===== src/source/regfile_pkg.sv =====
`default_nettype none

package regfile_pkg;

  localparam int DATA_WIDTH = 64;
  localparam int PHYS_ADDR_WIDTH = 6;
  localparam int ARCH_ADDR_WIDTH = 5;

  localparam int NUM_WRITE = 3;
  localparam int NUM_READ = 2;

  localparam int PHYS_REGS = 1 << PHYS_ADDR_WIDTH;  // renamed registers behind the rename stage
  localparam int ARCH_REGS = 1 << ARCH_ADDR_WIDTH;  // retired architectural state

  typedef logic [DATA_WIDTH-1:0] data_t;
  typedef logic [PHYS_ADDR_WIDTH-1:0] phys_addr_t;
  typedef logic [ARCH_ADDR_WIDTH-1:0] arch_addr_t;

endpackage

`default_nettype wire


===== src/source/write_stage_pipe.sv =====
`default_nettype none

module write_stage_pipe (
  input  logic                                                clk,
  input  logic                                                rst,
  input  regfile_pkg::phys_addr_t [regfile_pkg::NUM_WRITE-1:0] write_addr,
  input  regfile_pkg::data_t      [regfile_pkg::NUM_WRITE-1:0] write_data,
  input  logic                    [regfile_pkg::NUM_WRITE-1:0] write_wen,
  output regfile_pkg::phys_addr_t [regfile_pkg::NUM_WRITE-1:0] s1_addr,
  output regfile_pkg::phys_addr_t [regfile_pkg::NUM_WRITE-1:0] s2_addr,
  output regfile_pkg::data_t      [regfile_pkg::NUM_WRITE-1:0] s1_data,
  output regfile_pkg::data_t      [regfile_pkg::NUM_WRITE-1:0] s2_data,
  output logic                    [regfile_pkg::NUM_WRITE-1:0] s1_wen,
  output logic                    [regfile_pkg::NUM_WRITE-1:0] s2_wen
);
  import regfile_pkg::*;

  // the enables always shift, so a bubble clears the stage behind it
  always_ff @(posedge clk) begin
    if (rst) begin
      s1_wen <= '0;
      s2_wen <= '0;
    end else begin
      s1_wen <= write_wen;
      s2_wen <= s1_wen;
    end
  end

  always_ff @(posedge clk) begin
    for (int p = 0; p < NUM_WRITE; p++) begin
      if (write_wen[p]) begin
        s1_addr[p] <= write_addr[p];
        s1_data[p] <= write_data[p];  // payload moves only with a live write
      end
      if (s1_wen[p]) begin
        s2_addr[p] <= s1_addr[p];
        s2_data[p] <= s1_data[p];
      end
    end
  end

endmodule

`default_nettype wire


===== config.mk =====
export PLATFORM = sky130hd
export DESIGN_NAME = write_stage_pipe
export DESIGN_NICKNAME = d
export VERILOG_FILES = /design/src/source/regfile_pkg.sv /design/src/source/write_stage_pipe.sv
export SDC_FILE = /design/constraint.sdc
export NUM_CORES = 1
export LEC_CHECK = 0
export BUFFER_PORTS_ARGS = -buffer_cell sky130_fd_sc_hd__buf_4
export CAP_MARGIN = 10
export CORE_AREA = 2 2 248 250
export DETAILED_ROUTE_END_ITERATION = 16
export DIE_AREA = 0 0 250 252
export HOLD_SLACK_MARGIN = 0.05
export PLACE_DENSITY_LB_ADDON = 0.12
export SYNTH_ARGS = -nofsm -noshare
export SYNTH_HDL_FRONTEND = slang
export SYNTH_SLANG_ARGS = --single-unit

===== constraint.sdc =====
create_clock -name clk -period 6 [get_ports clk]
set_clock_uncertainty 0.05 [all_clocks]
set_input_delay 0.6 -clock clk [delete_from_list [all_inputs] [get_ports clk]]
set_output_delay 0.6 -clock clk [all_outputs]
set_load 0.05 [all_outputs]

Yosys cells after proc, flatten, opt, wreduce, memory -nomap -nowiden
Index checks and enable logic that the tools add are counted.
Storage, ports and cells
  output and inout port bits: 426
  register bits after elaboration: 426

Longest topological paths before layout
  word-level depth: 0
  gate-level depth with buffers: 1
  gate-level depth less buffers: 1

Least setup slack after synthesis
OpenSTA, ideal clock, no wires.
  path type: flip-flop to output port
  start point: register s1_wen[0] (netlist bit)
  end point: output s1_wen[0] (netlist bit)
  arrival: 2.134 ns
  stages on the path, launching flop included: 1
  slack: 3.216 ns
  required time: 5.350 ns
  path through: dfxtp_1
RTL lines
  start: declaration: line write_stage_pipe.sv:13  | output logic [regfile_pkg::NUM_WRITE-1:0] s1_wen,
  start signal: assignment: line write_stage_pipe.sv:24  | s1_wen <= write_wen;
No word-level cell between the ends.

Worst setup path after layout
  start point: register s1_wen[0] (netlist bit)
  end point: output s1_wen[0] (netlist bit)
No word-level cell between the ends.

==> run summary <==
Buffer count from post-CTS setup fixing - 0
Unrepaired setup endpoints after global routing - no
DIE HEIGHT - 252 µm
Number of instances in the placed design - 1,857
Max-slew violation total from the final report - 0
Metal3 WL - 4.62 mm
CTS Buffer Depth - 3
Post-route clock period utilization - 45.5%
Port Buffers - 640
CTS tree - done
Relative max-transition margin - 32.9%
Clock buffer count from CTS - 48
Peak VDD IR - 191 µV
Critical Path AT - 2.08 ns
Final-layout worst hold slack - 0.151 ns
Pre-CTS setup slack - 3.82 ns
Vias per cell - 3.68
Die outline width - 250 µm
Slew @ Worst Pin - 1.01 ns
Cell area power density - 382 mW/mm²
Signed area change from the synthesized netlist to the final layout - 56.6%
Total global routing overflow - 0
Critical Path Source - s1_wen[0]$_SDFF_PP0_
Number of failing hold endpoints at the final stage - 0
Final critical delay including setup and external delays - 2.73 ns
Result of the run - complete, no violations
Synthesis warning total - 0
Clk root buf - clkbuf_16
Total Power - 7.64 mW
Wire length on met2 - 21.7 mm
H-tree lvl count - 2
Classification of the worst setup path - register to output pin
Max Used Layer - met5
Most common cell after layout, fill and taps aside - buf_4
Post-synthesis share of cell area spent on full adders, half adders and majority gates - 0%
Synth unique cells - 3
Post-synthesis area per instance - 29.6 µm²
Highest Clock Rate - 366 MHz
Placed wire-length estimate - 31.3 mm
Share of post-route cells with drive strength above 1 - 60.9%
Wire length of the first global-routing pass - 56.6 mm
Wire length on met1 - 14.4 mm
Post-route worst setup slack - 3.27 ns
Leak Pwr - 7.87 nW
Core Region - 0.0601 mm²
Sink Count - 426
Critical path startpoint category - register
Top library cells by usage in the layout, fill and taps aside - 643 x buf_4, 420 x edfxtp_1, 48 x clkbuf_16, 13 x clkinv_1, 12 x clkbuf_1
Row Count - 90
Complex-gate fraction of the synthesized area - 0%
Worst min-delay path startpoint - write_data[115]
Post-CTS Hold Buffers - 0
GPL Wtd Cong - 0.741
Number of remaining DRC errors - 0
Source of the worst register-to-register timing path - s1_wen[2]$_SDFF_PP0_
Top-level port count - 641
Sequential fraction of the synthesis area - 99.7%
Number of antenna cells inserted - 0
Synth Instances - 432
Number of synthesized register bits - 426
Finished Layout Cells - 1,943
Initial antenna violation count - 4
Violation count after the first detailed-routing iteration - 304
Vias in the first global route - 7,478
Post-synthesis net count - 647
WL final - 41.9 mm
Number of instances resized during post-cts repair - 0
Combined global-route utilization of all metal layers - 12.6%
Synthesized-area fraction occupied by xor and xnor cells - 0%
Mapped Area - 0.0128 mm²
Maximum number of pins on one net before global-route repair - 72
Avg WL per Cell - 21.5 µm
Clock Latency Late Sink - 0.57 ns
Via count of the routed design - 7,156
Tightest Hold Check Type - input pin to register
Initial Utilization - 21.2%
Combinational family with the most area after synthesis - simple AND/OR/NAND/NOR gates
Number of nets in the finished design - 1,340
First-pass iteration count of the detailed router - 4
Mux cell area share after synthesis - 0%
Max capacitance violation total - 0
Total setup violations reported at the end of the flow - 0
Synthesized-area fraction occupied by and/or/nand/nor cells - 0.294%
Worst Setup End Kind - output pin
CP Data Required Time - 5.35 ns
Number of routed nets with antenna violations - 0
Die footprint - 0.0630 mm²
Worst Path Max Fanout - 55
Post-Route Setup TNS - 0 ns
Clock-pin slew on the worst setup and hold paths - 0.06 ns
[critical path: stages, from the launching register on]
cell and delay (ns):
dfxtp_4 0.49, buf_4 0.64, buf_4 0.33
[kinds of logic (layout without fill, tap and decap cells)]
group                  after synthesis  count (layout)
buffers and inverters                0             729
flip-flops                         426             426
AND/OR/NAND/NOR                      6               6
[state kept, by name (all words and copies together) (netlist names)]
name     flops
s1_addr     18
s1_wen       3
s2_wen       3
s1_data    192
s2_addr     18
s2_data    192
[per-layer routing]
| metal | up-vias | track usage [%] |
|---|---|---|
| li1 | 3159 | - |
| met1 | 3552 | 13.1 |
| met2 | 375 | 22.1 |
| met3 | 64 | 6.15 |
| met4 | 6 | 4.50 |
| met5 | - | 0 |
[cells in the mapped netlist (all sizes together)]
library cell / count / area share [%]
dfxtp: 6 / 0.94
nor2b: 6 / 0.29
edfxtp: 420 / 99
[final timing paths]
check                           end  slack, ns  depth (start not counted)
max                       s1_wen[0]       3.27                          2
min          s1_data[115]$_DFFE_PP_       0.15                          1
max reg2reg  s2_data[172]$_DFFE_PP_       4.26                          1
min reg2reg   s2_addr[16]$_DFFE_PP_       0.39                          0
[area by class of cell]
class                   instances  area [µm²]
clock buffers                  60        1250
clock inverters                26         161
fillers                      5887       40100
multi-input cells               6        37.5
flip-flops and latches        426       12700
well taps                     782         978
repair buffers                643        4830
[per-stage QoR]
stage	instance area (µm²)	util [%]
6_report	20000	33.2
5_1_grt	20000	33.2
4_1_cts	20000	33.2
3_5_place_dp	18600	30.9
3_3_place_gp	18600	30.9
2_1_floorplan	12800	-
[power by group]
group          switching (mW)  leakage, nW  internal (mW)
sequential             0.0998         4.08           3.54
clock                    1.16        0.691           1.51
combinational           0.978         3.11          0.354
Power figures use the tool's default switching activity.
