$ cat src/source/regfile_pkg.sv
`default_nettype none

package regfile_pkg;

  localparam int DATA_WIDTH = 64;
  localparam int PHYS_ADDR_WIDTH = 6;
  localparam int ARCH_ADDR_WIDTH = 5;

  localparam int NUM_WRITE = 3;
  localparam int NUM_READ = 2;

  localparam int PHYS_REGS = 1 << PHYS_ADDR_WIDTH;  // renamed registers behind the rename stage
  localparam int ARCH_REGS = 1 << ARCH_ADDR_WIDTH;  // retired architectural state

  typedef logic [DATA_WIDTH-1:0] data_t;
  typedef logic [PHYS_ADDR_WIDTH-1:0] phys_addr_t;
  typedef logic [ARCH_ADDR_WIDTH-1:0] arch_addr_t;

endpackage

`default_nettype wire

$ cat src/source/arch_reg_file.sv
`default_nettype none

module arch_reg_file (
  input  logic                                               clk,
  input  logic                                               rst,
  input  logic                                               wr_en,
  input  regfile_pkg::arch_addr_t                             wr_addr,
  input  regfile_pkg::data_t                                  wr_data,
  input  regfile_pkg::arch_addr_t [regfile_pkg::NUM_READ-1:0] rd_addr,
  output regfile_pkg::data_t      [regfile_pkg::NUM_READ-1:0] rd_data
);
  import regfile_pkg::*;

  data_t mem [ARCH_REGS];

  // architectural state starts as all zeros
  always_ff @(posedge clk) begin
    if (rst) begin
      for (int i = 0; i < ARCH_REGS; i++) begin
        mem[i] <= '0;
      end
    end else if (wr_en) begin
      mem[wr_addr] <= wr_data;
    end
  end

  always_comb begin
    for (int r = 0; r < NUM_READ; r++) begin
      rd_data[r] = mem[rd_addr[r]];
    end
  end

endmodule

`default_nettype wire

$ cat config.mk
export PLATFORM = sky130hd
export DESIGN_NAME = arch_reg_file
export DESIGN_NICKNAME = d
export VERILOG_FILES = /design/src/source/regfile_pkg.sv /design/src/source/arch_reg_file.sv
export SDC_FILE = /design/constraint.sdc
export NUM_CORES = 2
export LEC_CHECK = 0
export BUFFER_PORTS_ARGS = -buffer_cell sky130_fd_sc_hd__buf_4
export CAP_MARGIN = 25
export CELL_PAD_IN_SITES_DETAIL_PLACEMENT = 0
export CELL_PAD_IN_SITES_GLOBAL_PLACEMENT = 1
export CORE_MARGIN = 1.5
export CORE_UTILIZATION = 25
export CTS_BUF_LIST = sky130_fd_sc_hd__clkbuf_16
export CTS_CLUSTER_SIZE = 12
export DETAILED_ROUTE_END_ITERATION = 7
export MAX_ROUTING_LAYER = met4
export PLACE_DENSITY_LB_ADDON = 0.25
export SYNTH_ARGS = -nofsm -noshare
export SYNTH_HDL_FRONTEND = slang
export SYNTH_SLANG_ARGS = --single-unit
$ cat constraint.sdc
create_clock -name clk -period 6.7 [get_ports clk]
set_input_delay 0.335 -clock clk [delete_from_list [all_inputs] [get_ports clk]]
set_output_delay 0.335 -clock clk [all_outputs]
set_load 0.01 [all_outputs]
; ---- After elaboration in Yosys (flattened, before gate mapping)
; Memory sizes are Yosys's and may differ from the RTL's.
; Cells that the tools add are included.
[word_totals]
register_bits = 0
mem_bits_rw = 2048
input_bits = 82
output_inout_bits = 128
word_cells = 10
memories = 1
[op_classes]
mux = 8
n_reduce_logical = 1
[mem_list]
columns = name, words, word_bits, read_ports, rd_clocked_by_memory_dff, wr, line_no
row1 = mem, 32, 64, 2, 0, 32, arch_reg_file.sv:14  ; data_t mem [ARCH_REGS];
[ops]
columns = operator, n
row1 = 64-bit 2-to-1 mux, 1
row2 = 64-bit OR reduction, 1
row3 = 1-bit 2-to-1 mux, 6
row4 = 5-bit 2-to-1 mux, 1

; ---- Depth between registers and ports, before layout
[depth]
word_depth = 5
depth_mapped = 8
mapped_depth_nobuf = 5

; ---- Least setup slack after synthesis
; Ideal clock, no wire load.
[synth_timing]
kind = input port to flip-flop
startpoint = input rst
endpoint = memory mem[12][0] (netlist bit), enable pin
setup_time_ns = 0.394
arrival_ns = 2.098
required_time_ns = 6.306
setup_slack_ns = 4.208
stages = 6
path_cell_list = nand2b_1 or3_1 clkbuf_1 nor2_1 clkbuf_2 or2_2
[synth_rtl]
columns = element, line_no
row1 = "start, declared", arch_reg_file.sv:5  ; input logic rst,
row2 = "end, declared", arch_reg_file.sv:14

==> impl_metrics.env <==
export IMPL_worst_pin_slew_ns=1.190
export IMPL_critical_path_class="input port to output pin"
export IMPL_crit_buf_inv=5
export IMPL_vias_per_cell=5.455
export IMPL_syn_avg_cell_area_sq_um=15.17
export IMPL_crit_slowest_cell="nor4_1"
export IMPL_post_cts_buffers=0
export IMPL_instances_no_fill=13048
export IMPL_final_max_slew_viol_count=0
export IMPL_path_max_fanout=26
export IMPL_synth_area_mux_share=0.2124
export IMPL_syn_area_sq_um=107300
export IMPL_place_area_sq_um=115700
export IMPL_maxCapViolCount=0
export IMPL_synth_compound_area_frac=0.03923
export IMPL_numPortBuffers=209
export IMPL_synth_cells=7072
export IMPL_hold_start="rst"
export IMPL_cts_resized=0
export IMPL_ir_drop_mv=0.2602
export IMPL_slowest_delay_ns=0.89
export IMPL_intPower_mw=23.26
export IMPL_ys_flop_type="edfxtp_1"
export IMPL_cts_buffers=236
export IMPL_crit_top_cell="buf_4"
export IMPL_dp_cells=12457
export IMPL_hold_class="input port to flip-flop"
export IMPL_worstPathArrival_ns=4.03
export IMPL_yosys_register_bits=2048
export IMPL_design_area_sq_um=123800
export IMPL_clockPowerShare=0.394
export IMPL_grt_util_all_layers=0.2427
export IMPL_power_density_nw_per_um2=257.7
export IMPL_drt_iter0_markers=11766
export IMPL_cts_hold_buf=64
export IMPL_num_vias=71172
export IMPL_synth_edf_count=2048
export IMPL_largest_register_ffs=2048
export IMPL_rsz0062_at_grt="no"
export IMPL_ctsRootBufferMaster="clkbuf_16"
export IMPL_wirelength_um=523300
export IMPL_syn2layout_area_growth_pct=15.44
export IMPL_gr_total_overflow=0
export IMPL_ios=210
export IMPL_start_util=0.2511
export IMPL_cp_top_family="simple AND/OR/NAND/NOR gates"
export IMPL_combPwrFrac=0.130
export IMPL_setup_tns_ns=0
export IMPL_grt_start_max_net_pins=113
export IMPL_grt_first_pass_wirelength_um=685700
export IMPL_core_area_sq_um=427300
export IMPL_gp_congestion=0.8621
export IMPL_power_mw=31.91
export IMPL_first_global_vias=70363
export IMPL_clk_pin_slew_ns=0.06
export IMPL_status="finished, final reports clean"
export IMPL_antenna_found_initial=112
export IMPL_end_kind="output pin"
export IMPL_cp_start_kind="input port"
export IMPL_crit_chain="buf_4 > inv_2 > nor2_1 > nand2_4 > buf_4 > o22ai_1 > nor4_1 > buf_4 > buf_4"
export IMPL_dieArea_sq_um=433100
export IMPL_synth_xor_area_share=0
export IMPL_postRouteAntennaNets=0
export IMPL_wl_per_cell_um=40.10
export IMPL_whs_endpoint="mem[0][16]"
export IMPL_synthAdderAreaFrac=0
export IMPL_htreeDepth=4
export IMPL_fin_nets=7161
export IMPL_synth_top_family_by_area="multiplexers"
export IMPL_pwr_share_seq=0.475
export IMPL_slew_headroom=0.2070
export IMPL_p_sw_frac=0.2711
export IMPL_worst_ep_required_time_ns=6.36
export IMPL_synth_nets=7154
export IMPL_whs_ns=0.2189
export IMPL_period_share=0.6520
export IMPL_synth_warnings=0
export IMPL_synthSimpleGateAreaFrac=0.1404
export IMPL_die_x_um=658.1
export IMPL_synth_yosys_seq_area_share=0.5733
export IMPL_fmaxAchievable_ghz=0.2289
export IMPL_dp_hpwl_um=300600
export IMPL_hold_violations=0
export IMPL_reg_largest_list="mem (2048)"
export IMPL_num_rows=240
export IMPL_worstHoldPathCells=2
export IMPL_cts_tree="built"
export IMPL_async_flop_share=0
export IMPL_p_leak_nw=41.41
export IMPL_top_register="mem"
export IMPL_die_h_um=658.1
export IMPL_synth_distinct_cells=41
export IMPL_fill_cells=42402
export IMPL_cp_depth=9
export IMPL_clock_sinks=2048
export IMPL_switching_power_mw=8.651
export IMPL_drc=0
export IMPL_drive_gt1_frac=0.2529
export IMPL_period_needed_ns=4.369
export IMPL_cts_buffer_depth=4
export IMPL_firstDrtPassIters=7
export IMPL_setup_viol=0
[metal layers]
metal  track usage  vias up  part of all wire
li1              -    27524                 -
met1        0.3190    38316              0.41
met2        0.3760     4514              0.46
met3       0.04548      818             0.095
met4       0.08383        0             0.041
met5             -        -                 0
[cells by family (layout without fill, tap and decap cells)]
family	after synthesis	in the layout
AOI/OAI and AO/OA	625	625
buffers and inverters	776	969
DFF	2048	2048
muxes	1189	1189
other	0	96
and+or+nand+nor	2434	2434
[worst max path at each step]
stage | startpoint | end | slack, ns
finish | rd_addr[2] | rd_data[48] | 2.33
global route | rd_addr[2] | rd_data[7] | 2.31
CTS | rd_addr[8] | rd_data[127] | 1.92
detailed placement | rd_addr[8] | rd_data[127] | 1.93
global placement | rd_addr[8] | rd_data[127] | 1.93
floorplan | rst | mem[12][0] | 4.21
[Yosys cell counts (4+ instances only)]
cell	instances	area [sq um]
and2_1	2055	12860
edfxtp_1	2048	61500
mux4_2	867	19530
clkbuf_1	456	1712
o22ai_1	315	1971
mux2i_1	290	2903
a22oi_1	209	1569
buf_2	145	725.7
buf_4	79	593.1
nor4_1	74	462.9
nor2_1	65	244.0
clkbuf_2	51	255.2
nand3_1	51	255.2
nor2b_1	47	294.0
a21oi_1	39	195.2
or2_2	37	231.5
a211oi_1	35	262.8
buf_6	32	360.4
mux2_2	32	360.4
nand4_1	29	181.4
nand2_1	22	82.58
nor4_2	18	225.2
a2111oi_0	12	105.1
nand2b_1	12	75.07
buf_1	9	33.78
nand3b_1	6	45.04
nor3_1	6	30.03
a221oi_1	5	43.79
o21ai_0	5	25.02
or3_1	5	31.28
nor2_2	4	25.02
[layout make-up]
cell class,instances,area [sq um],share of cell area
inverters,1,3.754,0.00003031
clock inverters,186,1199,0.009679
flip-flops and latches,2048,61500,0.4966
repair buffers,544,5100,0.04118
multi-input cells,4248,42730,0.3450
well taps,5687,7116,0.05746
clock buffers,238,5956,0.04809
diodes,96,240.2,0.001940
[power by group through the flow]
stage	logic (mW)	registers, mW	clock network [mW]
3_5_place_dp	4.12	15.4	0
2_1_floorplan	2.16	15.3	0
5_1_grt	4.28	15.2	13.2
4_1_cts	4.17	15.2	12.7
6_report	4.16	15.2	12.6
3_3_place_gp	4.10	15.4	0
[per-stage QoR]
step / utilization / worst slack, ns
CTS: 0.2890 / 1.925
detailed placement: 0.2708 / 1.933
floorplan: - / 4.208
finish: 0.2898 / 2.331
global route: 0.2894 / 2.307
global placement: 0.2700 / 1.927
[layout by cell type, fill, tap and decap left out, types with 5 or more instances in the layout]
cell type	instances
nor4_1	64
nor2_4	43
buf_16	10
a221oi_1	5
nand3b_1	6
o22ai_1	315
a2111oi_0	10
buf_12	51
clkinv_2	48
nand3_1	47
mux2i_1	290
a22oi_1	209
buf_4	406
o21ai_0	5
nand2_4	7
nor3_1	6
nor2_1	23
edfxtp_1	2048
dlygate4sd3_1	64
or2_4	33
bufinv_16	14
nand2b_1	7
nor2b_4	7
nand4_1	29
diode_2	96
clkinvlp_4	5
and2_1	2053
a21oi_1	39
inv_1	52
clkinv_1	60
clkbuf_16	238
nand2_1	12
buf_2	8
mux4_2	867
a211oi_1	35
nor2b_1	38
buf_8	5
nor4_2	27
mux2_2	32
Note: power is estimated with default switching activity, not from simulation.
