===== src/source/regfile_pkg.sv =====
`default_nettype none

package regfile_pkg;

  localparam int DATA_WIDTH = 64;
  localparam int PHYS_ADDR_WIDTH = 6;
  localparam int ARCH_ADDR_WIDTH = 5;

  localparam int NUM_WRITE = 3;
  localparam int NUM_READ = 2;

  localparam int PHYS_REGS = 1 << PHYS_ADDR_WIDTH;  // renamed registers behind the rename stage
  localparam int ARCH_REGS = 1 << ARCH_ADDR_WIDTH;  // retired architectural state

  typedef logic [DATA_WIDTH-1:0] data_t;
  typedef logic [PHYS_ADDR_WIDTH-1:0] phys_addr_t;
  typedef logic [ARCH_ADDR_WIDTH-1:0] arch_addr_t;

endpackage

`default_nettype wire


===== src/source/bypass_select.sv =====
`default_nettype none

module bypass_select (
  input  regfile_pkg::phys_addr_t                              addr,
  input  regfile_pkg::data_t                                   ram_data,
  input  regfile_pkg::phys_addr_t [regfile_pkg::NUM_WRITE-1:0] in_addr,
  input  regfile_pkg::phys_addr_t [regfile_pkg::NUM_WRITE-1:0] s1_addr,
  input  regfile_pkg::phys_addr_t [regfile_pkg::NUM_WRITE-1:0] s2_addr,
  input  regfile_pkg::data_t      [regfile_pkg::NUM_WRITE-1:0] in_data,
  input  regfile_pkg::data_t      [regfile_pkg::NUM_WRITE-1:0] s1_data,
  input  regfile_pkg::data_t      [regfile_pkg::NUM_WRITE-1:0] s2_data,
  input  logic                    [regfile_pkg::NUM_WRITE-1:0] in_wen,
  input  logic                    [regfile_pkg::NUM_WRITE-1:0] s1_wen,
  input  logic                    [regfile_pkg::NUM_WRITE-1:0] s2_wen,
  output regfile_pkg::data_t                                   fwd_data
);
  import regfile_pkg::*;

  // Oldest source first. Each later match overrides the earlier one, which
  // gives the incoming write top priority and the highest port the last word
  // inside a level.
  always_comb begin
    fwd_data = ram_data;
    for (int p = 0; p < NUM_WRITE; p++) begin
      if (s2_wen[p] && (s2_addr[p] == addr)) begin
        fwd_data = s2_data[p];  // about to land in storage at the next edge
      end
    end
    for (int p = 0; p < NUM_WRITE; p++) begin
      if (s1_wen[p] && (s1_addr[p] == addr)) begin
        fwd_data = s1_data[p];
      end
    end
    for (int p = 0; p < NUM_WRITE; p++) begin
      if (in_wen[p] && (in_addr[p] == addr)) begin
        fwd_data = in_data[p];  // write presented in the same cycle as the read
      end
    end
  end

endmodule

`default_nettype wire


===== config.mk =====
export PLATFORM = sky130hd
export DESIGN_NAME = bypass_select
export DESIGN_NICKNAME = d
export VERILOG_FILES = /design/src/source/regfile_pkg.sv /design/src/source/bypass_select.sv
export SDC_FILE = /design/constraint.sdc
export NUM_CORES = 1
export LEC_CHECK = 0
export ABC_CLOCK_PERIOD_IN_PS = 8480
export BUFFER_PORTS_ARGS = -buffer_cell sky130_fd_sc_hd__buf_2
export CAP_MARGIN = 25
export CORE_AREA = 3 3 296 298
export DETAILED_ROUTE_END_ITERATION = 10
export DIE_AREA = 0 0 299 301
export GPL_TIMING_DRIVEN = 1
export SLEW_MARGIN = 0
export SYNTH_ARGS = -nofsm -noshare
export SYNTH_HDL_FRONTEND = slang
export SYNTH_SLANG_ARGS = --single-unit

===== constraint.sdc =====
create_clock -name vclk -period 8.48
set_clock_uncertainty 0.2 [all_clocks]
set_input_delay 1.696 -clock vclk [all_inputs]
set_output_delay 1.696 -clock vclk [all_outputs]
set_load 0.02 [all_outputs]

==> Word level (Yosys, flattened, before mapping) <==
Index checks and enable logic that the tools add are counted.
{ "classes": {"n_eq_ne": 9, "mux": 9, "n_reduce_logical": 9} }
{ "op_table": {"columns": ["op", "count"], "rows": [
  ["two-way mux 64 bit", 9],
  ["== test 6 bit", 9],
  ["logical AND 1 bit", 9]
]} }
{ "totals": {"reg_bits": 0, "inputBits": 709, "output_inout_bits": 64, "word_cells": 27} }

==> Depth between registers and ports, before layout <==
Gate-level depths: netlist of the first run.
{ "logic_depth": {"word_depth": 11, "ltp_mapped": 9, "ltp_nobuf": 6} }

==> Least setup slack after synthesis of the first run <==
OpenSTA, ideal clock, no wires.
{ "synth_timing": {"kind": "input -> output", "from": "input port addr[5]", "to": "output port fwd_data[10]", "arrival_time_ps": 3558, "required_ps": 6584, "slack_ps": 3026, "path_stages": 7, "path_buffers": 2, "cell_sequence": "buf_2 > xor2_1 > or4_1 > nor3_4 > buf_2 > a211oi_1 > o22ai_1"} }
{ "synth_via": {"elab_chain_cells": 11, "word_cells_on_any_way": 27, "classes_between": "eq/ne: 9; mux: 9; reduce/logical: 9"} }
{ "synth_lines": {"columns": ["element", "line_no", "source"], "rows": [
  ["start, declared", "bypass_select.sv:4", "input regfile_pkg::phys_addr_t addr,"],
  ["== test 6 bit", "bypass_select.sv:25", "if (s2_wen[p] && (s2_addr[p] == addr)) begin"],
  ["logical AND 1 bit", "bypass_select.sv:25", null],
  ["two-way mux 64 bit (3 in series)", "bypass_select.sv:25", null],
  ["two-way mux 64 bit (3 in series)", "bypass_select.sv:30", "if (s1_wen[p] && (s1_addr[p] == addr)) begin"],
  ["two-way mux 64 bit (2 in series)", "bypass_select.sv:35", "if (in_wen[p] && (in_addr[p] == addr)) begin"],
  ["two-way mux 64 bit *", "bypass_select.sv:35", null],
  ["end, declared", "bypass_select.sv:15", "output regfile_pkg::data_t fwd_data"]
]} }
Every way passes the cells marked *; elsewhere a longest branch is shown, timed or not.

==> Worst setup path after layout of the first run <==
{ "layout_timing": {"from": "input port addr[2]", "to": "output port fwd_data[42]"} }
The elaborated chain is that of the path after synthesis.

==> key figures, run 1 <==
Timing
  – Tcrit/Tclk final: 0.800
  – Setup TNS: 0 ns
  – Unrepaired setup endpoints after global routing: false
  – Max-slew violation count: 0
  – Worst hold slack: 3.64 ns
  – Hold Fails Final Rpt: 0
  – Fmax achieved: 147 MHz
  – Final min period: 6.78 ns
  – Slew @ Worst Pin: 1.02 ns
  – Worst slew margin: 0.318
  – Finish-stage setup viols: 0

Synth
  – Synth Net Count: 1711
  – Seq/Total Area, Yosys: 0
  – Synthesized area: 6380 um2
  – Syn Area/Cell: 6.37 um2
  – Synth cell types: 36
  – Post-Synthesis Cells: 1002
  – Synth top area share: 0.125
  – Warnings, synthesis: 0
  – Top cells by area, synth: o22ai_1 (13%), a222oi_1 (10%), nor3_1 (10%)
  – Synth area leader: o22ai_1

Floorplanning
  – Die H: 301 um
  – Rows: 107
  – IO Pins: 773
  – Die area: 90000 um2
  – DIE WIDTH: 299 um
  – Initial Utilization: 0.0750
  – Core Region: 85100 um2

Run status
  – Status: finished, final reports clean

Layout
  – Finished Core Util: 0.134
  – Multi-input gate area: 5530 um2
  – Nets@finish: 2368
  – Non-Filler Instances: 2833
  – Layout cells sized above 1: 0.537
  – Sequential cells: 0
  – Design area: 11400 um2
  – Layout fillers: 10.0k
  – Storage cell area: 0 um2
  – Area Growth Syn to Fin: 78.6%
  – Clock buffer cells: 0

Clock tree
  – Hold Buf Count CTS: 0
  – Post-CTS Setup Bufs: 0
  – Post-CTS Resized: 0

Critical path
  – Worst Path Max Fanout: 45
  – WP data required: 6.58 ns
  – Crit start category: input port
  – Worst Setup End Kind: primary output
  – Path type of the worst setup path: input port to primary output
  – WP data arrival: 4.89 ns

Power
  – Max VDD drop: 0.0000176 V
  – Leak pwr: 4.76 nW
  – Cell Pwr Density: 48.1 nW/um2

Global routing
  – First-pass GRT wire length: 105 mm
  – Total congestion overflow: 0
  – Pin count of the biggest net entering global routing: 69
  – Initial antenna violation count: 108
  – Total track usage: 0.168
  – Vias in the first global route: 12.3k

Route
  – Drt wl/cell: 29.1 um
  – Vias: 13.0k
  – Antenna viol nets, final: 0
  – DR pass1 iterations: 9
  – DR iter-0 viols: 1708
  – DRC Markers: 0
  – Via-to-Cell Ratio: 4.58
  – Routed WL: 82.4 mm

Placed design
  – Area post-placement: 11300 um2
  – Inst Count DP: 2800
  – Placer Congestion: 0.968
  – Port buffer count: 773
  – Detail Placement HPWL: 71.0 mm

Run
  – Max-cap viol count: 0

Min path
  – HP Class: input port to primary output
-- path summary, 6_finish.rpt --
kind / from / slack, ns / end / depth (start not counted)
worst max-delay path: addr[2] / 1.70 / fwd_data[42] / 8
worst min-delay path: s2_data[181] / 3.64 / fwd_data[53] / 4
-- cells in the final DEF, fill, tap and decap left out, types with 4 or more instances in the layout --
cell type	netlist	layout
diode_2	0	32
a211oi_1	64	64
o22ai_1	128	128
xor2_1	17	17
a222oi_1	64	64
buf_2	24	774
nand4_1	8	8
xnor2_1	36	36
a31oi_1	64	64
a31o_2	64	64
buf_4	7	30
inv_1	64	64
nor3_1	128	128
o21ai_0	4	4
o21ai_1	58	58
nand3_1	68	65
o221ai_1	64	64
-- metrics by stage --
step,power [mW],setup WS (ns)
2_1_floorplan,0.226,3.03
3_3_place_gp,0.545,1.58
3_5_place_dp,0.545,1.60
4_1_cts,0.547,1.60
5_1_grt,0.586,1.46
6_report,0.549,1.70
-- final cells by class --
type                       count  area share
antenna                       32     0.00702
timing repair buffer         805       0.362
multi-input combinational    788       0.485
tap                         1144       0.125
inverter                      64      0.0211
-- power breakdown --
| part | switching (mW) | internal [mW] | total, mW |
|---|---|---|---|
| Combinational | 0.325 | 0.224 | 0.549 |
| Sequential | 0 | 0 | 0 |
| Clock | 0 | 0.000000509 | 0.000000509 |
| Total | 0.325 | 0.224 | 0.549 |
-- Yosys cell counts, types with 3 or more instances --
library cell,count
buf_2,24
nand4_1,8
o21ai_1,58
buf_1,9
nand3_1,68
xnor2_1,36
inv_1,64
buf_8,6
clkbuf_1,97
buf_6,5
o221ai_1,64
a211oi_1,64
a31o_2,64
a31oi_1,64
nor3_1,128
o21ai_0,4
buf_4,7
o22ai_1,128
or2_2,3
xor2_1,17
a222oi_1,64
nor4_1,3
-- critical path, cell delays in order --
cell and delay [ns]:
buf_2 0.29, xnor2_1 0.17, nand3_4 0.46, or2_4 0.64
a31oi_1 0.39, a222oi_1 0.77, o22ai_1 0.20, buf_2 0.21
-- per-layer routing --
metal	vias up	global-route usage	share of wire
li1	5550	-	-
met1	6139	0.210	0.41
met2	1012	0.278	0.45
met3	223	0.0544	0.11
met4	38	0.0451	0.036
met5	-	0.00920	0.0042
-- kinds of logic (layout without fill, tap and decap cells) --
logic type,after synthesis,after routing,share of synthesized area
AOI/OAI and AO/OA,513,513,0.592
other,0,32,0
xor gates and xnor gates,54,54,0.0752
buffers and inverters,214,869,0.151
and+or+nand+nor,221,221,0.181
Power figures use the tool's default switching activity.
==> run 2: changes to the inputs <==
--- a/config.mk
+++ b/config.mk
@@ -5,7 +5,7 @@
 export SDC_FILE = /design/constraint.sdc
 export NUM_CORES = 1
 export LEC_CHECK = 0
-export ABC_CLOCK_PERIOD_IN_PS = 8480
+export ABC_CLOCK_PERIOD_IN_PS = 5950
 export BUFFER_PORTS_ARGS = -buffer_cell sky130_fd_sc_hd__buf_2
 export CAP_MARGIN = 25
 export CORE_AREA = 3 3 296 298
==> constraint.sdc (replaced) <==
create_clock -name vclk -period 5.95
set_clock_uncertainty 0.2 [all_clocks]
set_input_delay 1.19 -clock vclk [all_inputs]
set_output_delay 1.19 -clock vclk [all_outputs]
set_load 0.02 [all_outputs]
==> run 2 against run 1 <==
Net effect:
- cell count rose by 1.1%
- first-iteration DRC count fell by 3.9%
- hold slack got worse by 1.0 ns
- utilization rose by 0.31 points
- worst setup slack got worse by 1.3 ns
- flip-flop and latch count did not move
- routed wire length fell by 1.3%
- combinational power rose by 44%
- non-clock buffer count rose by 8
- design area rose by 2.3%
- count of clock-buffer cells in the layout did not move
- die area did not move
- highest routed layer unchanged
==> key figures, run 2 (same netlist as run 1, synthesis figures left out) <==
Critical path
  – Worst Path Max Fanout: 44 (was 45)
  – WP data required: 4.56 ns (was 6.58 ns)
  – Worst Setup End Kind: primary output (unchanged)
  – Crit-path cells: buf_2 > xor2_1 > or4b_4 > buf_12 > o21ai_1 > a31oi_1 > a222oi_1 > o22ai_1 > buf_2 (was buf_2 > xnor2_1 > nand3_4 > or2_4 > a31oi_1 > a222oi_1 > o22ai_1 > buf_2)
  – Largest stage delay, worst path: 0.95 ns (was 0.77 ns)
  – Slowest stage cell, crit path: a222oi_1 (unchanged)
  – CP Buf/Inv Count: 3 (was 2)
  – Path type of the worst setup path: input port to primary output (unchanged)
  – CP top delay family: compound AO/OA/AOI/OAI gates (unchanged)
  – WP data arrival: 4.14 ns (was 4.89 ns)
  – Crit start category: input port (unchanged)
  – Most used cell, CP: buf_2 (unchanged)

Floorplanning
  – Rows: 107 (unchanged)
  – DIE WIDTH: 299 um (unchanged)
  – Die area: 90000 um2 (unchanged)
  – Core Region: 85100 um2 (unchanged)
  – Initial Utilization: 0.0750 (unchanged)
  – IO Pins: 773 (unchanged)
  – Die H: 301 um (unchanged)

Power
  – Switching power total: 462 uW (was 325 uW)
  – Cell Pwr Density: 67.8 nW/um2 (was 48.1 nW/um2)
  – Pint: 329 uW (was 224 uW)
  – Power share of the combinational group: 1.000 (about the same)
  – Switching share of total power: 0.584 (was 0.592)
  – Leak pwr: 4.85 nW (was 4.76 nW)
  – Max VDD drop: 0.0000251 V (was 0.0000176 V)
  – Flop pwr share: 0 (about the same)
  – Clk pwr share: 0 (about the same)

Min path
  – Hold Path Sink: fwd_data[54] (was fwd_data[53])
  – HP Class: input port to primary output (unchanged)
  – HP Start: s2_data[182] (was s2_data[181])
  – Hold depth: 4 (unchanged)

Placed design
  – Worst slack, placed: 0.477 ns (was 1.60 ns)
  – Detail Placement HPWL: 70.3 mm (was 71.0 mm)
  – Port buffer count: 773 (unchanged)
  – Placer Congestion: 0.933 (was 0.968)

Layout
  – Layout cells sized above 1: 0.539 (was 0.537)
  – Layout fillers: 10.0k (about the same)
  – Multi-input gate area: 5530 um2 (unchanged)
  – Commonest non-fill, non-tap cell in the layout: buf_2 (unchanged)
  – Storage cell area: 0 um2 (unchanged)
  – Sequential cells: 0 (unchanged)
  – Most frequent cells in the layout: buf_2 (773), o22ai_1 (128), nor3_1 (128) (was buf_2 (774), o22ai_1 (128), nor3_1 (128))
  – Clock buffer cells: 0 (unchanged)
  – Nets@finish: 2376 (was 2368)
  – Area Growth Syn to Fin: 82.8% (was 78.6%)

Timing
  – Tcrit/Tclk final: 0.930
  – Setup TNS: 0 ns (unchanged)
  – Final min period: 5.53 ns
  – Finish-stage setup viols: 0 (unchanged)
  – Unrepaired setup endpoints after global routing: false (unchanged)
  – Max-slew violation count: 0 (unchanged)
  – Final setup margin: 0.418 ns (was 1.70 ns)
  – Worst slew margin: 0.277 (was 0.318)
  – Hold Fails Final Rpt: 0 (unchanged)
  – Fmax achieved: 181 MHz
  – Slew @ Worst Pin: 1.08 ns (was 1.02 ns)

Run
  – Max-cap viol count: 0 (unchanged)

Global routing
  – Total track usage: 0.167 (was 0.168)
  – First-pass GRT wire length: 104 mm (was 105 mm)
  – Total congestion overflow: 0 (unchanged)
  – Initial antenna violation count: 107 (was 108)
  – Pin count of the biggest net entering global routing: 129 (was 69)
  – Vias in the first global route: 12.4k (was 12.3k)

Route
  – DRC Markers: 0 (unchanged)
  – Drt wl/cell: 28.4 um (was 29.1 um)
  – Via-to-Cell Ratio: 4.59 (was 4.58)
  – DR iter-0 viols: 1641 (was 1708)
  – Vias: 13.1k (was 13.0k)
  – DR pass1 iterations: 7 (was 9)
  – Routed WL: 81.4 mm (was 82.4 mm)
  – Antenna viol nets, final: 0 (unchanged)

Clock tree
  – Post-CTS Resized: 0 (unchanged)
  – Hold Buf Count CTS: 0 (unchanged)
  – Post-CTS Setup Bufs: 0 (unchanged)

Run status
  – Status: finished, final reports clean (unchanged)
run 2: cell count changes in the layout (fill, tap and decap cells not counted), sizes merged:
cell / previous run / this run
diode: 32 / 56
buf: 805 / 813
run 2: how the worst max path moves through the flow:
stage | cells past startpoint | end | from | slack, ns
final | 9 | fwd_data[10] | addr[0] | 0.42
after global placement | 9 | fwd_data[5] | addr[1] | 0.50
after CTS | 9 | fwd_data[5] | addr[2] | 0.47
after floorplan | 7 | fwd_data[10] | addr[5] | 1.51
after detailed placement | 9 | fwd_data[5] | addr[2] | 0.48
after global routing | 9 | fwd_data[5] | addr[2] | 0.34
run 2: cell type report:
type	instances	area share
Multi-Input combinational cell	788	0.474
Inverter	64	0.0206
Antenna cell	56	0.0120
Timing Repair Buffer	813	0.371
Tap cell	1144	0.123
run 2: power by group through the flow:
stage	clock, mW	combinational [mW]	sequential, mW
5_1_grt	0.000000679	0.841	0
2_1_floorplan	0	0.323	0
3_5_place_dp	0	0.783	0
6_report	0.00000128	0.791	0
4_1_cts	0	0.786	0
3_3_place_gp	0	0.779	0
run 2: routing by layer:
layer  wire [um]  global-route usage  up-vias
li1            -                   -     5607
met1       33600               0.202     6259
met2       35400               0.262     1000
met3        8150              0.0626      235
met4        3920              0.0716       38
met5         302             0.00703        -
run 2: through the flow:
stage | cells | instance area (um2) | hold slack (ns) | util | total power, mW
6_report | 2865 | 11700 | 2.61 | 0.137 | 0.791
5_1_grt | 2839 | 11600 | 2.64 | 0.136 | 0.841
4_1_cts | 2809 | 11500 | 2.62 | 0.135 | 0.786
3_5_place_dp | 2809 | 11500 | 2.61 | 0.135 | 0.783
3_3_place_gp | 2809 | 11500 | 2.62 | 0.135 | 0.779
2_1_floorplan | 1002 | 6380 | 2.46 | - | 0.323
