`src/source/regfile_pkg.sv`:
```
`default_nettype none

package regfile_pkg;

  localparam int DATA_WIDTH = 64;
  localparam int PHYS_ADDR_WIDTH = 6;
  localparam int ARCH_ADDR_WIDTH = 5;

  localparam int NUM_WRITE = 3;
  localparam int NUM_READ = 2;

  localparam int PHYS_REGS = 1 << PHYS_ADDR_WIDTH;  // renamed registers behind the rename stage
  localparam int ARCH_REGS = 1 << ARCH_ADDR_WIDTH;  // retired architectural state

  typedef logic [DATA_WIDTH-1:0] data_t;
  typedef logic [PHYS_ADDR_WIDTH-1:0] phys_addr_t;
  typedef logic [ARCH_ADDR_WIDTH-1:0] arch_addr_t;

endpackage

`default_nettype wire

```
`src/source/bypass_select.sv`:
```
`default_nettype none

module bypass_select (
  input  regfile_pkg::phys_addr_t                              addr,
  input  regfile_pkg::data_t                                   ram_data,
  input  regfile_pkg::phys_addr_t [regfile_pkg::NUM_WRITE-1:0] in_addr,
  input  regfile_pkg::phys_addr_t [regfile_pkg::NUM_WRITE-1:0] s1_addr,
  input  regfile_pkg::phys_addr_t [regfile_pkg::NUM_WRITE-1:0] s2_addr,
  input  regfile_pkg::data_t      [regfile_pkg::NUM_WRITE-1:0] in_data,
  input  regfile_pkg::data_t      [regfile_pkg::NUM_WRITE-1:0] s1_data,
  input  regfile_pkg::data_t      [regfile_pkg::NUM_WRITE-1:0] s2_data,
  input  logic                    [regfile_pkg::NUM_WRITE-1:0] in_wen,
  input  logic                    [regfile_pkg::NUM_WRITE-1:0] s1_wen,
  input  logic                    [regfile_pkg::NUM_WRITE-1:0] s2_wen,
  output regfile_pkg::data_t                                   fwd_data
);
  import regfile_pkg::*;

  // Oldest source first. Each later match overrides the earlier one, which
  // gives the incoming write top priority and the highest port the last word
  // inside a level.
  always_comb begin
    fwd_data = ram_data;
    for (int p = 0; p < NUM_WRITE; p++) begin
      if (s2_wen[p] && (s2_addr[p] == addr)) begin
        fwd_data = s2_data[p];  // about to land in storage at the next edge
      end
    end
    for (int p = 0; p < NUM_WRITE; p++) begin
      if (s1_wen[p] && (s1_addr[p] == addr)) begin
        fwd_data = s1_data[p];
      end
    end
    for (int p = 0; p < NUM_WRITE; p++) begin
      if (in_wen[p] && (in_addr[p] == addr)) begin
        fwd_data = in_data[p];  // write presented in the same cycle as the read
      end
    end
  end

endmodule

`default_nettype wire

```
`src/source/read_port.sv`:
```
`default_nettype none

module read_port (
  input  logic                                                clk,
  input  logic                                                rst,
  input  logic                                                read_en,
  input  logic                                                oe,
  input  logic                                                const_en,
  input  regfile_pkg::phys_addr_t                              addr,
  input  regfile_pkg::data_t                                   const_val,
  input  regfile_pkg::data_t                                   ram_data,
  input  regfile_pkg::data_t                                   rrf_data,
  input  regfile_pkg::phys_addr_t [regfile_pkg::NUM_WRITE-1:0] in_addr,
  input  regfile_pkg::phys_addr_t [regfile_pkg::NUM_WRITE-1:0] s1_addr,
  input  regfile_pkg::phys_addr_t [regfile_pkg::NUM_WRITE-1:0] s2_addr,
  input  regfile_pkg::data_t      [regfile_pkg::NUM_WRITE-1:0] in_data,
  input  regfile_pkg::data_t      [regfile_pkg::NUM_WRITE-1:0] s1_data,
  input  regfile_pkg::data_t      [regfile_pkg::NUM_WRITE-1:0] s2_data,
  input  logic                    [regfile_pkg::NUM_WRITE-1:0] in_wen,
  input  logic                    [regfile_pkg::NUM_WRITE-1:0] s1_wen,
  input  logic                    [regfile_pkg::NUM_WRITE-1:0] s2_wen,
  output regfile_pkg::data_t                                   read_data
);
  import regfile_pkg::*;

  data_t fwd_data;

  bypass_select u_bypass (
    .addr     (addr),
    .ram_data (ram_data),
    .in_addr  (in_addr),
    .s1_addr  (s1_addr),
    .s2_addr  (s2_addr),
    .in_data  (in_data),
    .s1_data  (s1_data),
    .s2_data  (s2_data),
    .in_wen   (in_wen),
    .s1_wen   (s1_wen),
    .s2_wen   (s2_wen),
    .fwd_data (fwd_data)
  );

  always_ff @(posedge clk) begin
    if (rst) begin
      read_data <= '0;
    end else if (read_en) begin
      if (const_en) begin
        read_data <= const_val;  // immediate operand overrides the register
      end else if (oe) begin
        read_data <= fwd_data;
      end else begin
        read_data <= rrf_data;  // value already retired to the architectural file
      end
    end
  end

endmodule

`default_nettype wire

```
`config.mk`:
```
export PLATFORM = sky130hd
export DESIGN_NAME = read_port
export DESIGN_NICKNAME = d
export VERILOG_FILES = /design/src/source/regfile_pkg.sv /design/src/source/bypass_select.sv /design/src/source/read_port.sv
export SDC_FILE = /design/constraint.sdc
export NUM_CORES = 1
export LEC_CHECK = 0
export BUFFER_PORTS_ARGS = -buffer_cell sky130_fd_sc_hd__buf_2
export CAP_MARGIN = 20
export CORE_AREA = 8 8 348 350
export DETAILED_ROUTE_END_ITERATION = 10
export DIE_AREA = 0 0 356 358
export PLACE_DENSITY_LB_ADDON = 0.12
export SLEW_MARGIN = 20
export SYNTH_ARGS = -nofsm -noshare
export SYNTH_HDL_FRONTEND = slang
export SYNTH_SLANG_ARGS = --single-unit
```
`constraint.sdc`:
```
create_clock -name clk -period 3.6 [get_ports clk]
set_input_delay 0.9 -clock clk [delete_from_list [all_inputs] [get_ports clk]]
set_output_delay 0.9 -clock clk [all_outputs]
set_load 0.05 [all_outputs]
```
# Word level (Yosys, flattened, before mapping)
# Cells that the tools add are included.
# word_totals
ff_bits	64
output_inout_bits	64
in_bits	842
wordCells	30
# classes
n_eq_ne	9
reduce_logical	9
n_mux	11
# op_table
operator	count
$mux 64	11
$eq 6x6->1	9
$logic_and 1x1->1	9

# Longest topological paths before layout
# Gate-level depths: netlist of the first run.
# depth
word_depth	13
ltp_mapped	11
depth_no_buf	6

# Hierarchy
# A second synthesis of the first run with hierarchy kept.
# hier_totals
hier_cells	1372
area_unflattened_um2	10481.3
# by_module_without_submodules
mod	cells_per_inst	area_each_um2	seq_area_each_um2	n_inst
bypass_select	1002	6384.9	0.0	1
read_port	370	4096.4	1281.2	1

# Worst setup path after synthesis of the first run
# No wires, ideal clock.
# synth_path
path_kind	input to register
startpoint	input addr[1]
endpoint	register read_data[18]
n_path_buf	3
arrival_ns	2.856
setup_ns	0.125
slack_ns	0.619
cell_stages	9
required_time_ns	3.475
cell_sequence	buf_2 xor2_1 or4b_1 buf_2 buf_6 o2111a_1 o31a_1 a311o_1 o2bb2ai_1
# synth_via
elab_chain_cells	13
word_cells_on_any_way	29
classes_between	9 x eq/ne; 11 x mux; 9 x reduce/logical
# synth_rtl
item	line_no	source
from (decl)	read_port.sv:9	input regfile_pkg::phys_addr_t addr,
$eq 6x6->1	bypass_select.sv:25	if (s2_wen[p] && (s2_addr[p] == addr)) begin
$logic_and 1x1->1	bypass_select.sv:25	
$mux 64 (3 in a row)	bypass_select.sv:25	
$mux 64 (3 in a row)	bypass_select.sv:30	if (s1_wen[p] && (s1_addr[p] == addr)) begin
$mux 64 (2 in a row)	bypass_select.sv:35	if (in_wen[p] && (in_addr[p] == addr)) begin
$mux 64 (*)	bypass_select.sv:35	
$mux 64 (*)	read_port.sv:49	end else if (oe) begin
$mux 64 (*)	read_port.sv:47	if (const_en) begin
to (signal assigned)	read_port.sv:48	read_data <= const_val;
to (signal assigned)	read_port.sv:50	read_data <= fwd_data;
to (signal assigned)	read_port.sv:52	read_data <= rrf_data;
to (decl)	read_port.sv:22	output regfile_pkg::data_t read_data
# Mark *: on every way between the ends. The rest lies on a longest branch, timed or not.
# A chain may end at the register's enable or synchronous reset.

# Worst setup path in the final report of the first run
# layout_path
startpoint	input addr[3]
endpoint	register read_data[31]
# The elaborated chain is that of the path after synthesis.

==> impl_results.md, run 1 <==
* Status: finished, final reports clean
* CTS tree: yes
* Synth Area in XOR/XNOR at 0.0405
* Synth Cell Area at 0.0117 mm^2
* RePlAce Congestion at 0.876
* Cells after DPL at 4084
* Slowest CP cell: or4b_4
* Critical Path Start: addr[3]
* Critical Path AT at 3.50 ns
* Reg with most FFs: read_data
* Mapped Avg Cell Area at 6.79 um^2
* Final net count at 3413
* Share of cells above drive strength 1 at 0.439
* Met2 GRT Util at 0.343
* Hold Startpoint: read_data[35]
* GRT overflow at 0
* Top Ports at 906
* Max FFs per register at 64
* Top cell type's share of synthesized area at 0.110
* Layout area overhead at 67.7%
* Die width at 356 um
* DRT Pass-1 Iters at 9
* Count leader, synth: clkbuf_1
* Syn Inst Count at 1718
* Num rows at 125
* Post-DP Area at 0.0192 mm^2
* Fmax at 312 MHz
* Fin cells at 4133
* Max-slew violations at 0
* Post-DRT Antenna Nets at 0
* Final Skew at 0 ns
* DR vias at 19.7k
* First-pass GRT wire length at 176000 um
* Yosys top cell by area: dfxtp_1
* Commonest cells post-synth: clkbuf_1, o21ai_0, nor3_1
* Drt via density at 4.78
* Die Y-Extent at 358 um
* Synth Area in Simple Gates at 0.271
* Cell Pwr Density at 221 mW/mm^2
* Synth cell types at 46
* Vias in the first global route at 20.4k
* Reg clk slew, reported paths at 0.08 ns
* Final period util at 0.891
* Post-Synth Adder-Cell Area at 0
* M3 GR Usage at 0.0488
* Synth Net Count at 2560
* Setup Buffers After CTS at 0
* Post-DP HPWL at 109000 um
* Cts hold-fix bufs at 0
* Total track usage at 0.196
* Clk_lat worst skew at 0.40 ns
* Crit path time final at 3.21 ns
* Post-route design area at 0.0196 mm^2
* Top cells by area, synth: dfxtp_1, o21ai_0, clkbuf_1
* Max IR drop VDD at 0.000251 V
* HP Class: flop to flop
* Setup crit start kind: primary input
* Initial antenna violation count at 61
* Main combinational cell family by area after synthesis: compound AO/OA/AOI/OAI gates
* Resize count post-CTS at 0
* Worst-path maximum fanout at 45
* Max-cap viol count at 0
* Sink Count at 64
* Drt drc at 0
* GRT met1 Usage at 0.242
* Num CTS Buffers at 9
* Core box area at 0.115 mm^2
* Sequential element share of the synthesized area at 0.110
* Critical setup path kind: primary input to flop
* Synth Area in Compound Gates at 0.495
* Final setup vio count at 0
* RSZ-0062 raised after global routing: false
* Root Buffer: clkbuf_16
* Hold Fails Final Rpt at 0
* CP endpoint kind: flop
* Initial Util at 0.101
* Routed WL at 134000 um
* Largest net degree at the start of global routing at 64
* Port bufs at 905
* WL/cell at 32.3 um
* DR iter-0 viols at 1757
* Cell Chain, Critical Path: buf_2, xor2_1, or4b_4, buf_12, o21ai_0, a31oi_1, a222oi_1, buf_4, o2bb2ai_1
* H-tree depth at 3
* CTS max path bufs at 2
* Leakage at 7.86 nW
* RR Startpoint: read_data[54]
* Ys Warns at 0
* Slowest stage delay, CP at 0.59 ns
* Most Used Layer, Global Route: met2
* Slew @ Worst Pin at 1.15 ns
* Multiplexer share of the synthesized area at 0
* FF+latch count, synth at 64
* Ys flop type: dfxtp_1
* Die area at 0.127 mm^2
* EDFF count, synth at 0
* Largest registers: read_data x64
* Max_slew headroom at 0.232
* Worst EP required at 3.89 ns
* Asr flop ratio synth at 0
[metrics by stage]
stage	TNS, ns	worst slack (ns)	hold WS [ns]	utilization	power [W]
finish	0	0.391	0.797	0.169	0.00433
global route	0	0.329	0.791	0.169	0.00457
CTS	0	0.382	0.762	0.169	0.00442
detailed placement	-0.118	-0.0696	0.787	0.166	0.00327
global placement	-0.0793	-0.0513	0.795	0.166	0.00329
floorplan	0	0.619	0.956	-	0.00191
[cell families after synthesis]
| group | after synthesis |
|---|---|
| and+or+nand+nor | 586 |
| xor gates and xnor gates | 54 |
| DFF | 64 |
| buffers and inverters | 247 |
| AOI/OAI and AO/OA | 767 |
[power by group]
part           switching [W]  internal, W
Sequential         0.0000667     0.000791
Clock               0.000490     0.000590
Combinational        0.00149     0.000901
[cell type report]
class / instances / area, um^2
clock inverter: 3 / 40.0
fill: 13500 / 95900
antenna: 34 / 85.1
tap: 1524 / 1910
timing repair buffer: 1084 / 6400
clock buffer: 12 / 267
multi-input combinational: 1407 / 9560
sequential: 64 / 1280
inverter: 5 / 20.0
[worst max-delay path: cells and delay by family]
family / cells / cell delay (ns)
compound gates: 4 / 0.99
xor+xnor: 1 / 0.16
buf+inv: 3 / 0.71
simple gates: 1 / 0.59
[routing by layer]
metal	wire, um	share of wire	up-vias
li1	-	-	8819
met1	55300	0.41	9862
met2	65700	0.49	895
met3	10100	0.076	136
met4	2150	0.016	32
met5	206	0.0015	-
[path summary, 6_finish.rpt]
path | cells past startpoint | slack [ns] | to
max | 9 | 0.39 | read_data[31]
min | 4 | 0.80 | read_data[35]
max reg2reg | 5 | 1.86 | read_data[54]
min reg2reg | 4 | 0.80 | read_data[35]
[layout by cell type (no fill, tap or decap), drive strengths merged, types with 5 or more instances in the layout]
cell type | synthesis | routed
or3 | 78 | 78
a311o | 19 | 19
a22oi | 63 | 63
o211ai | 31 | 31
o2111a | 13 | 13
o22ai | 5 | 5
a222oi | 64 | 64
xnor2 | 36 | 36
o31a | 13 | 13
a311oi | 44 | 44
o2111ai | 79 | 79
nor4 | 7 | 7
diode | 0 | 34
and3 | 63 | 63
a211o | 64 | 64
dfxtp | 64 | 64
buf | 31 | 1084
a211oi | 5 | 5
o31ai | 49 | 49
clkbuf | 211 | 12
o21ai | 190 | 190
nand3 | 72 | 72
xor2 | 18 | 18
and2 | 31 | 31
nor3 | 132 | 132
or4 | 45 | 45
nor2 | 117 | 117
nand2 | 22 | 22
nand4 | 6 | 6
o2bb2ai | 59 | 59
a31oi | 66 | 66
Note: power is estimated with default switching activity, not from simulation.
==> run 2, diff against run 1 <==
--- a/config.mk
+++ b/config.mk
@@ -8,6 +8,7 @@
 export BUFFER_PORTS_ARGS = -buffer_cell sky130_fd_sc_hd__buf_2
 export CAP_MARGIN = 20
 export CORE_AREA = 8 8 348 350
+export CTS_BUF_LIST = sky130_fd_sc_hd__clkbuf_4
 export DETAILED_ROUTE_END_ITERATION = 10
 export DIE_AREA = 0 0 356 358
 export PLACE_DENSITY_LB_ADDON = 0.12
==> constraint.sdc (replaced) <==
create_clock -name clk -period 3.6 [get_ports clk]
set_input_delay 0 -clock clk [delete_from_list [all_inputs] [get_ports clk]]
set_output_delay 0 -clock clk [all_outputs]
set_load 0.05 [all_outputs]
==> run 2 against run 1 <==
Total power down 5.1%. Critical path type unchanged. Global-route usage up 0.38 points. Wire length up 1.4%. Clock skew unchanged. Register-to-register slack worse by 0.67 ns. Non-clock buffer count up 116. Sequential power down 0.6%.
==> impl_results.md, run 2 (synthesized netlist as in run 1, its figures left out) <==
* Status: finished, final reports clean
* Initial Util at 0.101 (unchanged)
* Logic pwr share at 0.627 (+0.074)
* Uppermost layer routed: met5
* WL/cell at 31.7 um (-1.8%)
* Net switching power at 0.00206 W (+0.56%)
* R2r endpoint: read_data[26]
* Die Y-Extent at 358 um (unchanged)
* Crit path time final at 3.07 ns (-0.136 ns)
* Largest registers: read_data x64
* Worst EP required at 4.11 ns (+0.22 ns)
* Routed WL at 135000 um (+1.4%)
* Multi-input logic area at 0.00957 mm^2 (about the same)
* Max-cap viol count at 0 (unchanged)
* Worst-path maximum fanout at 44 (-2.2%)
* DRT Pass-1 Iters at 8 (-1)
* RSZ-0062 raised after global routing: false
* Initial antenna violation count at 82 (+34%)
* Post-route design area at 0.0206 mm^2 (+5.2%)
* Layout area overhead at 76.4%
* CTS max path bufs at 2 (unchanged)
* Final net count at 3529 (+3.4%)
* Post-DP HPWL at 106000 um (-2.4%)
* Post-DRT Antenna Nets at 0 (unchanged)
* Num rows at 125 (unchanged)
* Total track usage at 0.199 (+0.00380)
* Most frequent cells in the layout: buf_2, dlygate4sd3_1, o21ai_0
* RePlAce Congestion at 0.858 (-2.0%)
* Worst reg-to-reg setup slack at 1.19 ns (-0.67 ns)
* Final setup vio count at 0 (unchanged)
* Top Ports at 906 (unchanged)
* Core box area at 0.115 mm^2 (unchanged)
* Internal power at 0.00205 W (-10%)
* Critical setup path kind: primary input to flop
* Critical Path Start: addr[4]
* Hold Fails Final Rpt at 0 (unchanged)
* RR Startpoint: read_data[26]
* Max FFs per register at 64 (unchanged)
* Setup slack after layout at 0.527 ns (+0.136 ns)
* FF+latch area at 0.00128 mm^2 (unchanged)
* Last element of the critical path: read_data[28]
* Slew @ Worst Pin at 1.14 ns (-0.0163 ns)
* Root Buffer: clkbuf_4
* DR vias at 20.4k (+3.2%)
* Max_slew headroom at 0.243 (+0.0108)
* Clk_lat worst skew at 0.63 ns (+0.23 ns)
* DR iter-0 viols at 1946 (+11%)
* Fmax at 325 MHz (+4.4%)
* Reg with most FFs: read_data
* CTS tree: yes
* Share of cells above drive strength 1 at 0.392 (-0.0472)
* Leakage at 8.20 nW (+4.3%)
* Max-slew violations at 0 (unchanged)
* Post-DP Area at 0.0184 mm^2 (-4.0%)
* Sink Count at 64 (unchanged)
* Final period util at 0.854 (-0.0378)
* Place WS at 0.627 ns (+0.697 ns)
* Die area at 0.127 mm^2 (unchanged)
* R2r worst-path depth at 7 (+2)
* DR WL met2 at 66100 um (+0.53%)
* Max IR drop VDD at 0.000133 V (-47%)
* Switching portion of total power at 0.502 (+0.0283)
* Cell Pwr Density at 200 mW/mm^2 (-9.8%)
* CP endpoint kind: flop
* Vias in the first global route at 21.3k (+4.4%)
* Die width at 356 um (unchanged)
* M1 WL at 54700 um (-1.2%)
* Final Skew at 0 ns (unchanged)
* Num CTS Buffers at 9 (unchanged)
* Port bufs at 905 (unchanged)
* Reg clk slew, reported paths at 0.20 ns (+0.12 ns)
* Setup TNS Final at 0 ns (unchanged)
* First-pass GRT wire length at 180000 um (+2.3%)
* HP Class: primary input to flop
* GRT overflow at 0 (unchanged)
* Most common cell after layout, fill and taps aside: buf_2
* Critical Path AT at 3.58 ns (+0.08 ns)
* Drt via density at 4.78 (about the same)
* Filler Cell Count at 13.5k (-0.38%)
* Hold Slack at 0.246 ns (-0.551 ns)
* Finished Core Util at 0.178 (+0.00882)
* Met3 wire len at 11000 um (+9.2%)
* Power share of the clock group at 0.165 (-0.084)
* Setup crit start kind: primary input
* H-tree depth at 3 (unchanged)
* Drt drc at 0 (unchanged)
* Largest net degree at the start of global routing at 69 (+7.8%)
* Sequential power share at 0.207 (+0.009)
-- run 2: cell count changes in the layout (fill, tap and decap cells not counted), moves of 3 or more --
cell / delta
clkinvlp_4: +3
buf_12: -16
clkbuf_8: -3
buf_4: -60
diode_2: +16
clkbuf_4: +9
dlygate4sd3_1: +192
clkbuf_16: -9
-- run 2: stage by stage --
step                std cells  total power [W]
floorplan                1718          0.00191
global placement         4008          0.00320
detailed placement       4008          0.00318
CTS                      4215          0.00419
global route             4233          0.00436
finish                   4265          0.00411
-- run 2: worst min-delay path by stage --
stage | cells after the start | end | slack [ns] | start
after global routing | 4 | read_data[0] | 0.17 | s1_data[64]
after CTS | 4 | read_data[0] | 0.11 | s1_data[64]
after floorplan | 2 | read_data[12] | 0.20 | s2_data[140]
after detailed placement | 3 | read_data[47] | 0.30 | s2_data[175]
after global placement | 3 | read_data[47] | 0.31 | s2_data[175]
final | 4 | read_data[0] | 0.25 | s1_data[64]
-- run 2: power by group through the flow --
stage	combinational (W)	clock, W	sequential (W)
after floorplan	0.000784	0	0.00113
after global placement	0.00233	0	0.000870
after detailed placement	0.00232	0	0.000865
after CTS	0.00259	0.000745	0.000852
after global routing	0.00275	0.000746	0.000862
final	0.00258	0.000678	0.000853
-- run 2: critical path, stage by stage --
cell,delay [ns]
buf_2,0.28
xor2_1,0.15
or4b_4,0.73
buf_12,0.24
o21ai_0,0.23
a31oi_1,0.11
a222oi_1,0.42
dlygate4sd3_1,0.66
o2bb2ai_1,0.08
dlygate4sd3_1,0.56
-- run 2: area by class of cell --
cell class,instances,area share
Antenna cell,50,0.00608
Clock buffer,9,0.00328
Clock inverter,6,0.00298
Inverter,5,0.000973
Multi-Input combinational cell,1407,0.465
Sequential cell,64,0.0623
Tap cell,1524,0.0927
Timing Repair Buffer,1200,0.367
-- run 2: metal layers --
metal  up-vias  track usage
met4        40       0.0550
met5         -            0
li1       9072            -
met2       987        0.346
met1     10100        0.240
met3       173       0.0566
-- run 2: timing repair --
item,CTS,global route
resized for setup,0,0
setup buffers,0,0
hold buffers,192,0
endpoints found under the hold margin,64,0
